$ cat config.mk
export PLATFORM = sky130hd
export DESIGN_NAME = fp_misc_unit
export DESIGN_NICKNAME = d
export VERILOG_FILES = /design/src/hdl/fp_misc_pkg.sv /design/src/hdl/fp_operand_unpack.sv /design/src/hdl/fp_class.sv /design/src/hdl/fp_sign_inject.sv /design/src/hdl/fp_result_select.sv /design/src/hdl/fp_misc_unit.sv
export VERILOG_INCLUDE_DIRS = /design/src /design/src/hdl
export SDC_FILE = /design/constraint.sdc
export NUM_CORES = 1
export LEC_CHECK = 0
export BUFFER_PORTS_ARGS = -buffer_cell sky130_fd_sc_hd__buf_2
export CAP_MARGIN = 20
export CORE_MARGIN = 8
export CORE_UTILIZATION = 45
export DETAILED_ROUTE_END_ITERATION = 7
export GPL_TIMING_DRIVEN = 0
export PLACE_DENSITY = 0.79
export RECOVER_POWER = 100
export SYNTH_ARGS = -nofsm -noshare
export SYNTH_HDL_FRONTEND = slang
export SYNTH_HIERARCHICAL = 1
export SYNTH_SLANG_ARGS = --single-unit
export TNS_END_PERCENT = 1
$ cat constraint.sdc
create_clock -name clk -period 1.3 [get_ports clk]
set_clock_uncertainty 0.05 [all_clocks]
set_input_delay 0.325 -clock clk [delete_from_list [all_inputs] [get_ports clk]]
set_output_delay 0.325 -clock clk [all_outputs]
set_load 0.01 [all_outputs]
$ cat src/hdl/fp_misc_config.svh
// --------------------------------------------------
// Configuration macros for the FP misc unit
// Word widths, tag width and operation codes
// --------------------------------------------------
`ifndef FP_MISC_CONFIG_SVH
`define FP_MISC_CONFIG_SVH

// Single-precision word layout
`define FLEN    32      // FP word width, also result width
`define EXP_W   8       // Exponent field
`define FRAC_W  23      // Fraction field, hidden bit not stored

// Request tag carried alongside each operation
`define ID_W    3

// Operation select
`define FP_OP_W 2

`define FP_OP_CLASS  2'd0   // FCLASS.S
`define FP_OP_SGNJ   2'd1   // FSGNJ.S, copy rs2 sign
`define FP_OP_SGNJN  2'd2   // FSGNJN.S, inverted rs2 sign
`define FP_OP_SGNJX  2'd3   // FSGNJX.S, XOR of both signs

`endif

$ cat src/hdl/fp_misc_pkg.sv
// --------------------------------------------------
// Shared types for the FP misc unit
// Floating-point word seen as raw bits or as fields
// --------------------------------------------------
`default_nettype none

`include "fp_misc_config.svh"

package fp_misc_pkg;

    // IEEE 754 single-precision field split
    typedef struct packed {
        logic              sign;   // Sign bit, MSB
        logic [`EXP_W-1:0] exp;    // Biased exponent
        logic [`FRAC_W-1:0] frac;  // Stored fraction
    } fp_fields_t;

    // One FP register word
    // bits is used when the word moves as a whole
    // f is used where sign, exponent or fraction are decoded
    typedef union packed {
        logic [`FLEN-1:0] bits;  // Raw word
        fp_fields_t       f;     // Field view
    } fp_word_u;

endpackage

`default_nettype wire

$ cat src/hdl/fp_operand_unpack.sv
// --------------------------------------------------
// Operand decoder for the FP misc unit
// Derives hidden bit and special-case flags from rs1
// --------------------------------------------------
`timescale 1ns/1ps
`default_nettype none

`include "fp_misc_config.svh"

module fp_operand_unpack (
    input  fp_misc_pkg::fp_word_u rs1,               // Operand to decode
    output logic                  rs1_hidden_bit,    // Implicit leading one
    output logic [3:0]            rs1_special_case   // {inf, snan, qnan, zero}
);

    logic exp_zero;     // Exponent all zeros
    logic exp_ones;     // Exponent all ones
    logic frac_zero;    // Fraction all zeros
    logic frac_msb;     // Quiet bit position for NaNs
    logic is_inf;
    logic is_nan;
    logic is_snan;
    logic is_qnan;
    logic is_zero;

    // Field tests
    assign exp_zero  = (rs1.f.exp == {`EXP_W{1'b0}});
    assign exp_ones  = (rs1.f.exp == {`EXP_W{1'b1}});
    assign frac_zero = (rs1.f.frac == {`FRAC_W{1'b0}});
    assign frac_msb  = rs1.f.frac[`FRAC_W-1];

    // Normal numbers, infinities and NaNs all carry a nonzero exponent
    assign rs1_hidden_bit = ~exp_zero;

    // Max exponent splits into infinity and NaN on the fraction
    assign is_inf = exp_ones & frac_zero;
    assign is_nan = exp_ones & ~frac_zero;

    // RISC-V NaN convention, fraction MSB set means quiet
    assign is_snan = is_nan & ~frac_msb;
    assign is_qnan = is_nan & frac_msb;

    // Signed zero, sign handled downstream
    assign is_zero = exp_zero & frac_zero;

    // Flag order matches the core's precomputed special-case vector
    assign rs1_special_case = {
        is_inf,     // [3]
        is_snan,    // [2]
        is_qnan,    // [1]
        is_zero     // [0]
    };

endmodule

`default_nettype wire

$ cat src/hdl/fp_class.sv
// --------------------------------------------------
// FCLASS.S pipeline
// Two advance-gated stages producing a one-hot mask
// --------------------------------------------------
`timescale 1ns/1ps
`default_nettype none

`include "fp_misc_config.svh"

module fp_class (
    input  logic                  clk,
    input  logic                  advance,           // Global pipeline enable
    input  fp_misc_pkg::fp_word_u rs1,               // Only the sign is taken here
    input  logic                  rs1_hidden_bit,    // From the operand decoder
    input  logic [3:0]            rs1_special_case,  // {inf, snan, qnan, zero}
    output logic [9:0]            class_mask         // One-hot class, bit 0 is -inf
);

    // Stage one
    logic       sign_r;
    logic       hidden_r;
    logic [3:0] special_r;

    // Stage two
    logic       sign_rr;
    logic       hidden_rr;
    logic [3:0] special_rr;

    // Decoded flags from stage two
    logic is_inf;
    logic is_snan;
    logic is_qnan;
    logic is_zero;
    logic is_subnormal;
    logic is_normal;

    // Class terms
    logic neg_inf;
    logic neg_normal;
    logic neg_subnormal;
    logic neg_zero;
    logic pos_zero;
    logic pos_subnormal;
    logic pos_normal;
    logic pos_inf;

    // Pipeline registers, no reset on data
    always_ff @(posedge clk) begin
        if (advance) begin
            sign_r     <= rs1.f.sign;
            hidden_r   <= rs1_hidden_bit;
            special_r  <= rs1_special_case;
            sign_rr    <= sign_r;
            hidden_rr  <= hidden_r;
            special_rr <= special_r;
        end
    end

    assign is_inf  = special_rr[3];
    assign is_snan = special_rr[2];
    assign is_qnan = special_rr[1];
    assign is_zero = special_rr[0];

    // Zero also lacks the hidden bit, so it is excluded here
    assign is_subnormal = ~hidden_rr & ~is_zero;
    // Max exponent sets the hidden bit too
    assign is_normal    = hidden_rr & ~is_inf & ~is_snan & ~is_qnan;

    assign neg_inf       =  sign_rr & is_inf;
    assign neg_normal    =  sign_rr & is_normal;
    assign neg_subnormal =  sign_rr & is_subnormal;
    assign neg_zero      =  sign_rr & is_zero;
    assign pos_zero      = ~sign_rr & is_zero;
    assign pos_subnormal = ~sign_rr & is_subnormal;
    assign pos_normal    = ~sign_rr & is_normal;
    assign pos_inf       = ~sign_rr & is_inf;

    // NaN classes ignore the sign
    assign class_mask = {is_qnan, is_snan, pos_inf, pos_normal, pos_subnormal,
                         pos_zero, neg_zero, neg_subnormal, neg_normal, neg_inf};

endmodule

`default_nettype wire

$ cat src/hdl/fp_sign_inject.sv
// --------------------------------------------------
// FSGNJ.S / FSGNJN.S / FSGNJX.S pipeline
// New sign from rs2, magnitude from rs1, two stages
// --------------------------------------------------
`timescale 1ns/1ps
`default_nettype none

`include "fp_misc_config.svh"

module fp_sign_inject (
    input  logic                  clk,
    input  logic                  advance,      // Global pipeline enable
    input  logic [`FP_OP_W-1:0]   op,           // Selects the sign rule
    input  fp_misc_pkg::fp_word_u rs1,          // Exponent and fraction source
    input  fp_misc_pkg::fp_word_u rs2,          // Sign source
    output fp_misc_pkg::fp_word_u inject_word   // Result word
);

    logic new_sign;     // Stage one sign, combinational

    // Stage one
    logic               sign_r;
    logic [`EXP_W-1:0]  exp_r;
    logic [`FRAC_W-1:0] frac_r;

    // Stage two, delay only
    logic               sign_rr;
    logic [`EXP_W-1:0]  exp_rr;
    logic [`FRAC_W-1:0] frac_rr;

    // Sign rule
    always_comb begin
        case (op)
            `FP_OP_SGNJ:  new_sign = rs2.f.sign;
            `FP_OP_SGNJN: new_sign = ~rs2.f.sign;
            `FP_OP_SGNJX: new_sign = rs1.f.sign ^ rs2.f.sign;
            default:      new_sign = rs1.f.sign;   // CLASS, result unused
        endcase
    end

    // Magnitude is passed through untouched, NaN payloads included
    always_ff @(posedge clk) begin
        if (advance) begin
            sign_r  <= new_sign;
            exp_r   <= rs1.f.exp;
            frac_r  <= rs1.f.frac;
            sign_rr <= sign_r;   // Matches classifier latency
            exp_rr  <= exp_r;
            frac_rr <= frac_r;
        end
    end

    // Rebuild the word from its fields
    always_comb begin
        inject_word.f.sign = sign_rr;
        inject_word.f.exp  = exp_rr;
        inject_word.f.frac = frac_rr;
    end

endmodule

`default_nettype wire

$ cat src/hdl/fp_result_select.sv
// --------------------------------------------------
// Result stage of the FP misc unit
// Tag pipelines and writeback word selection
// --------------------------------------------------
`timescale 1ns/1ps
`default_nettype none

`include "fp_misc_config.svh"

module fp_result_select (
    input  logic                  clk,
    input  logic                  rst_n,        // Synchronous, active low
    input  logic                  advance,      // Global pipeline enable
    input  logic                  new_request,  // Valid only with advance high
    input  logic [`ID_W-1:0]      id,
    input  logic [`FP_OP_W-1:0]   op,
    input  logic [9:0]            class_mask,   // From the classifier
    input  fp_misc_pkg::fp_word_u inject_word,  // From the sign injector
    output logic                  wb_done,
    output logic [`ID_W-1:0]      wb_id,
    output fp_misc_pkg::fp_word_u wb_rd
);

    logic                done_r;
    logic                done_rr;
    logic [`ID_W-1:0]    id_r;
    logic [`ID_W-1:0]    id_rr;
    logic [`FP_OP_W-1:0] op_r;
    logic [`FP_OP_W-1:0] op_rr;

    // Done bits are the only control state
    always_ff @(posedge clk) begin
        if (!rst_n) begin
            done_r  <= 1'b0;
            done_rr <= 1'b0;
        end else if (advance) begin
            done_r  <= new_request;  // Bubble enters as zero
            done_rr <= done_r;
        end
    end

    // Tags follow the data pipelines
    always_ff @(posedge clk) begin
        if (advance) begin
            id_r  <= id;
            id_rr <= id_r;
            op_r  <= op;
            op_rr <= op_r;
        end
    end

    // Both units always compute, op picks the live one
    always_comb begin
        if (op_rr == `FP_OP_CLASS) begin
            wb_rd.bits = {{(`FLEN-10){1'b0}}, class_mask};  // Zero-extended mask
        end else begin
            wb_rd = inject_word;
        end
    end

    assign wb_done = done_rr;
    assign wb_id   = id_rr;

endmodule

`default_nettype wire

$ cat src/hdl/fp_misc_unit.sv
// --------------------------------------------------
// Miscellaneous single-precision FP unit
// FCLASS.S and FSGNJ variants, two-stage pipeline
// --------------------------------------------------
`timescale 1ns/1ps
`default_nettype none

`include "fp_misc_config.svh"

module fp_misc_unit (
    input  logic                  clk,
    input  logic                  rst_n,        // Synchronous, active low
    input  logic                  advance,      // Moves every pipeline register
    input  logic                  new_request,  // Issue strobe
    input  logic [`ID_W-1:0]      id,           // Request tag
    input  logic [`FP_OP_W-1:0]   op,           // CLASS, SGNJ, SGNJN or SGNJX
    input  fp_misc_pkg::fp_word_u rs1,
    input  fp_misc_pkg::fp_word_u rs2,
    output logic                  wb_done,      // Result valid pulse
    output logic [`ID_W-1:0]      wb_id,
    output fp_misc_pkg::fp_word_u wb_rd
);

    logic                  rs1_hidden_bit;
    logic [3:0]            rs1_special_case;
    logic [9:0]            class_mask;
    fp_misc_pkg::fp_word_u inject_word;

    // Precomputed operand flags, as the core supplies them
    fp_operand_unpack u_operand_unpack (
        .rs1              (rs1),
        .rs1_hidden_bit   (rs1_hidden_bit),
        .rs1_special_case (rs1_special_case)
    );

    fp_class u_class (
        .clk              (clk),
        .advance          (advance),
        .rs1              (rs1),
        .rs1_hidden_bit   (rs1_hidden_bit),
        .rs1_special_case (rs1_special_case),
        .class_mask       (class_mask)
    );

    // Runs on every request, result dropped for CLASS
    fp_sign_inject u_sign_inject (
        .clk         (clk),
        .advance     (advance),
        .op          (op),
        .rs1         (rs1),
        .rs2         (rs2),
        .inject_word (inject_word)
    );

    fp_result_select u_result_select (
        .clk         (clk),
        .rst_n       (rst_n),
        .advance     (advance),
        .new_request (new_request),
        .id          (id),
        .op          (op),
        .class_mask  (class_mask),
        .inject_word (inject_word),
        .wb_done     (wb_done),
        .wb_id       (wb_id),
        .wb_rd       (wb_rd)
    );

endmodule

`default_nettype wire

==> results by group <==
Critical path
  – Critical path peak fanout: 8
  – Slowest-stage cell, CP: edfxtp_1
  – Crit-path max cell delay: 0.49 ns
  – Top delay family on crit path: flip-flops
  – CP Launch Type: flop
  – Required time of the critical path: just over 0.9 ns
  – CP Cell Sequence: nor3b_2 > buf_4 > mux2_4 > buf_6
  – R2R cell count: 0
  – CP Launch Point: u_class/sign_rr$_DFFE_PP_
  – Critical Path Sink: wb_rd[2]
  – FF-to-FF End: u_class/sign_rr$_DFFE_PP_
  – CP bufs+invs: 2
  – Critical path arrival: around 1.5 ns
  – Reg-to-reg slack, setup: approximately 0.58 ns
  – CP endpoint kind: primary output
  – Critical path depth: 4
  – Critical path class: reg2out
  – FF-to-FF Start: u_class/sign_r$_DFFE_PP_

Timing
  – RSZ-0062 raised after global routing: true
  – Max frequency: 527 MHz
  – Hold Vio Cnt, Final: 0
  – Period utilisation layout: 146%
  – Finish-stage setup viols: 87
  – Fin crit period: ~1.9 ns
  – Slew @ Worst Pin: 0.809 ns
  – Slew Limit Fails: 0
  – Setup_tns: -17.63 ns
  – Slew headroom: a little under half
  – Setup WS post-layout: -0.597 ns

Pwr
  – Sw Pwr: ~0.0013 W
  – Pleak: between 1.5 and 2 nW
  – Switch share: a little under a quarter
  – VDD IR max: 0.754 mV
  – Clock network power share: about 31%
  – Reg power frac: 60.3%
  – Internal power: 0.00434 W
  – PwrDens: roughly 1400 mW/mm^2
  – Combinational power share: a little under a tenth

Placed design
  – Post-DP HPWL: approximately 4300 um
  – GP Congestion: around 0.67
  – DP Area: 0.00386 mm^2
  – Port bufs: just under 80
  – Post-Place Setup Slack: -0.369 ns

Floorplanning
  – Core Area: a little over 0.007 mm^2
  – Full die area: roughly 0.010 mm^2
  – Ports: 109
  – Die height: between 100 and 150 um
  – Die Span X: approximately 100 um
  – FP Rows: 31
  – Starting density of the core: between 40% and 50%

Layout
  – Area Growth Syn to Fin: 23.4%
  – Most common cell after layout, fill and taps aside: edfxtp_1
  – Fill cells: 615
  – NumNets Final: 335
  – Most frequent cells in the layout: edfxtp_1, buf_2, clkbuf_1
  – N_diodes: 0
  – Final Cell Area: between 0.004 and 0.005 mm^2
  – Finished Core Util: between 50% and 60%
  – Share of cells above drive strength 1: a little under two fifths

Global routing
  – Vias in the first global route: around 1700
  – Largest net degree at the start of global routing: 58
  – Antenna violations before repair: 0
  – First-pass GRT wire length: about 8500 um
  – GRT Total Usage: a little under an eighth
  – Grt ovf: 0

Routing
  – Post-DRT Antenna Nets: 0
  – Via count: ~1700
  – Via-per-instance ratio: 4.62
  – DRC: 0
  – Routed len/inst: approximately 16 um
  – Drt first pass iters: 4
  – DRT iter0 DRCs: 62
  – WL final: between 5000 and 6000 um

Synthesis
  – Synthesized cell area: 0.00332 mm^2
  – Mapped Avg Cell Area: roughly 19 um^2
  – Sequential area share after synthesis: between 70% and 80%
  – YS warnings: 6
  – #FFs+latches synth: 88
  – Distinct cell type count of the synthesized netlist: 24
  – Syn_nets: roughly 250
  – Cells after Synth: approximately 180

CTS
  – Clock Latency Late Sink: approximately 0.34 ns
  – Root Buffer: clkbuf_8
  – H-tree levels: 3
  – CTS sink count: between 80 and 90
  – Clock Pin Slew Worst Setup and Hold Paths: 0.09 ns
  – CTS Buf Count: 9
  – Clock Path Buffers: 2
  – TritonCTS clock tree: built

Hold path
  – Type of the most critical hold path: in2reg

Outcome
  – Status: finished with violations
  – Failing checks: negative setup slack

Run
  – Maxcap violations: 0
-- layer usage --
| metal | track usage [%] | part of all wire (%) | up-vias |
|---|---|---|---|
| met2 | 20.7 | 55 | 49 |
| met4 | 8.35 | 3.4 | 0 |
| li1 | - | - | 823 |
| met5 | 0 | 0 | - |
| met3 | 2.38 | 3.6 | 18 |
| met1 | 11.4 | 38 | 802 |
-- sequential cells by signal, summed over array words and instances (netlist names), 3 cells and up --
register	cells
u_class/special_r	4
u_sign_inject/frac_r	23
u_sign_inject/exp_r	8
u_result_select/id_r	3
u_class/special_rr	4
u_sign_inject/exp_rr	8
u_result_select/wb_id	3
u_sign_inject/frac_rr	23
-- cell type report --
class	instances	area (um^2)	share of cell area (%)
sequential	88	2620	64.0
multi-input combinational	67	558	13.6
timing repair buffer	80	469	11.4
buffer	14	133	3.23
clock buffer	9	124	3.02
tap	99	124	3.02
clock inverter	7	62.6	1.53
inverter	2	7.51	0.183
-- repair_timing --
item	CTS	global route
endpoints found under the setup margin	32	34
pin swaps	3	1
hold buffers	0	0
buffers inserted	2	0
resized for setup	21	1
-- how the worst min path moves through the flow --
stage,from,to,depth (start not counted)
after floorplan,u_class/hidden_r$_DFFE_PP_,u_class/hidden_rr$_DFFE_PP_,0
after global placement,u_result_select/id_r[1]$_DFFE_PP_,u_result_select/wb_id[1]$_DFFE_PP_,0
after detailed placement,u_result_select/op_r[0]$_DFFE_PP_,u_result_select/op_rr[0]$_DFFE_PP_,0
after CTS,id[2],u_result_select/id_r[2]$_DFFE_PP_,1
after global routing,id[2],u_result_select/id_r[2]$_DFFE_PP_,1
final,id[2],u_result_select/id_r[2]$_DFFE_PP_,1
-- stage by stage --
stage | total power (W) | hold WS [ns] | cells
floorplan | 0.00366 | 0.350 | 175
global placement | 0.00392 | 0.351 | 351
detailed placement | 0.00395 | 0.355 | 352
CTS | 0.00572 | 0.0713 | 366
global route | 0.00585 | 0.0668 | 366
finish | 0.00564 | 0.0979 | 366
-- synthesized netlist by cell type (all sizes together) --
library cell  count  area (um^2)
and2              2         15.0
and2b             2         17.5
and4b             1         10.0
and4bb            1         12.5
buf              18          138
dfxtp             2         40.0
edfxtp           86         2580
inv               2         7.51
maj3              1         11.3
mux2             11          154
mux2i             3         30.0
nand2             2         7.51
nand4             3         18.8
nor2              2         15.0
nor2b            24          150
nor3              5         25.0
nor3b             1         12.5
nor4              8         68.8
o21a              1         7.51
-- power by group through the flow --
stage | logic [W] | registers [W] | clock network [W]
final | 0.000519 | 0.00340 | 0.00172
after global routing | 0.000560 | 0.00342 | 0.00187
after CTS | 0.000544 | 0.00340 | 0.00178
after detailed placement | 0.000481 | 0.00347 | 0
after global placement | 0.000459 | 0.00346 | 0
after floorplan | 0.000214 | 0.00345 | 0
-- cell families (layout without fill, tap and decap cells) --
kind of cell | count (synthesis) | after routing | synth area share [%]
AOI/OAI and AO/OA | 1 | 1 | 0.226
adders and majority gates | 1 | 1 | 0.339
buffers and inverters | 20 | 112 | 4.37
DFF | 88 | 88 | 78.9
muxes | 14 | 14 | 5.53
and+or+nand+nor | 51 | 51 | 10.6
Power figures use the tool's default switching activity.
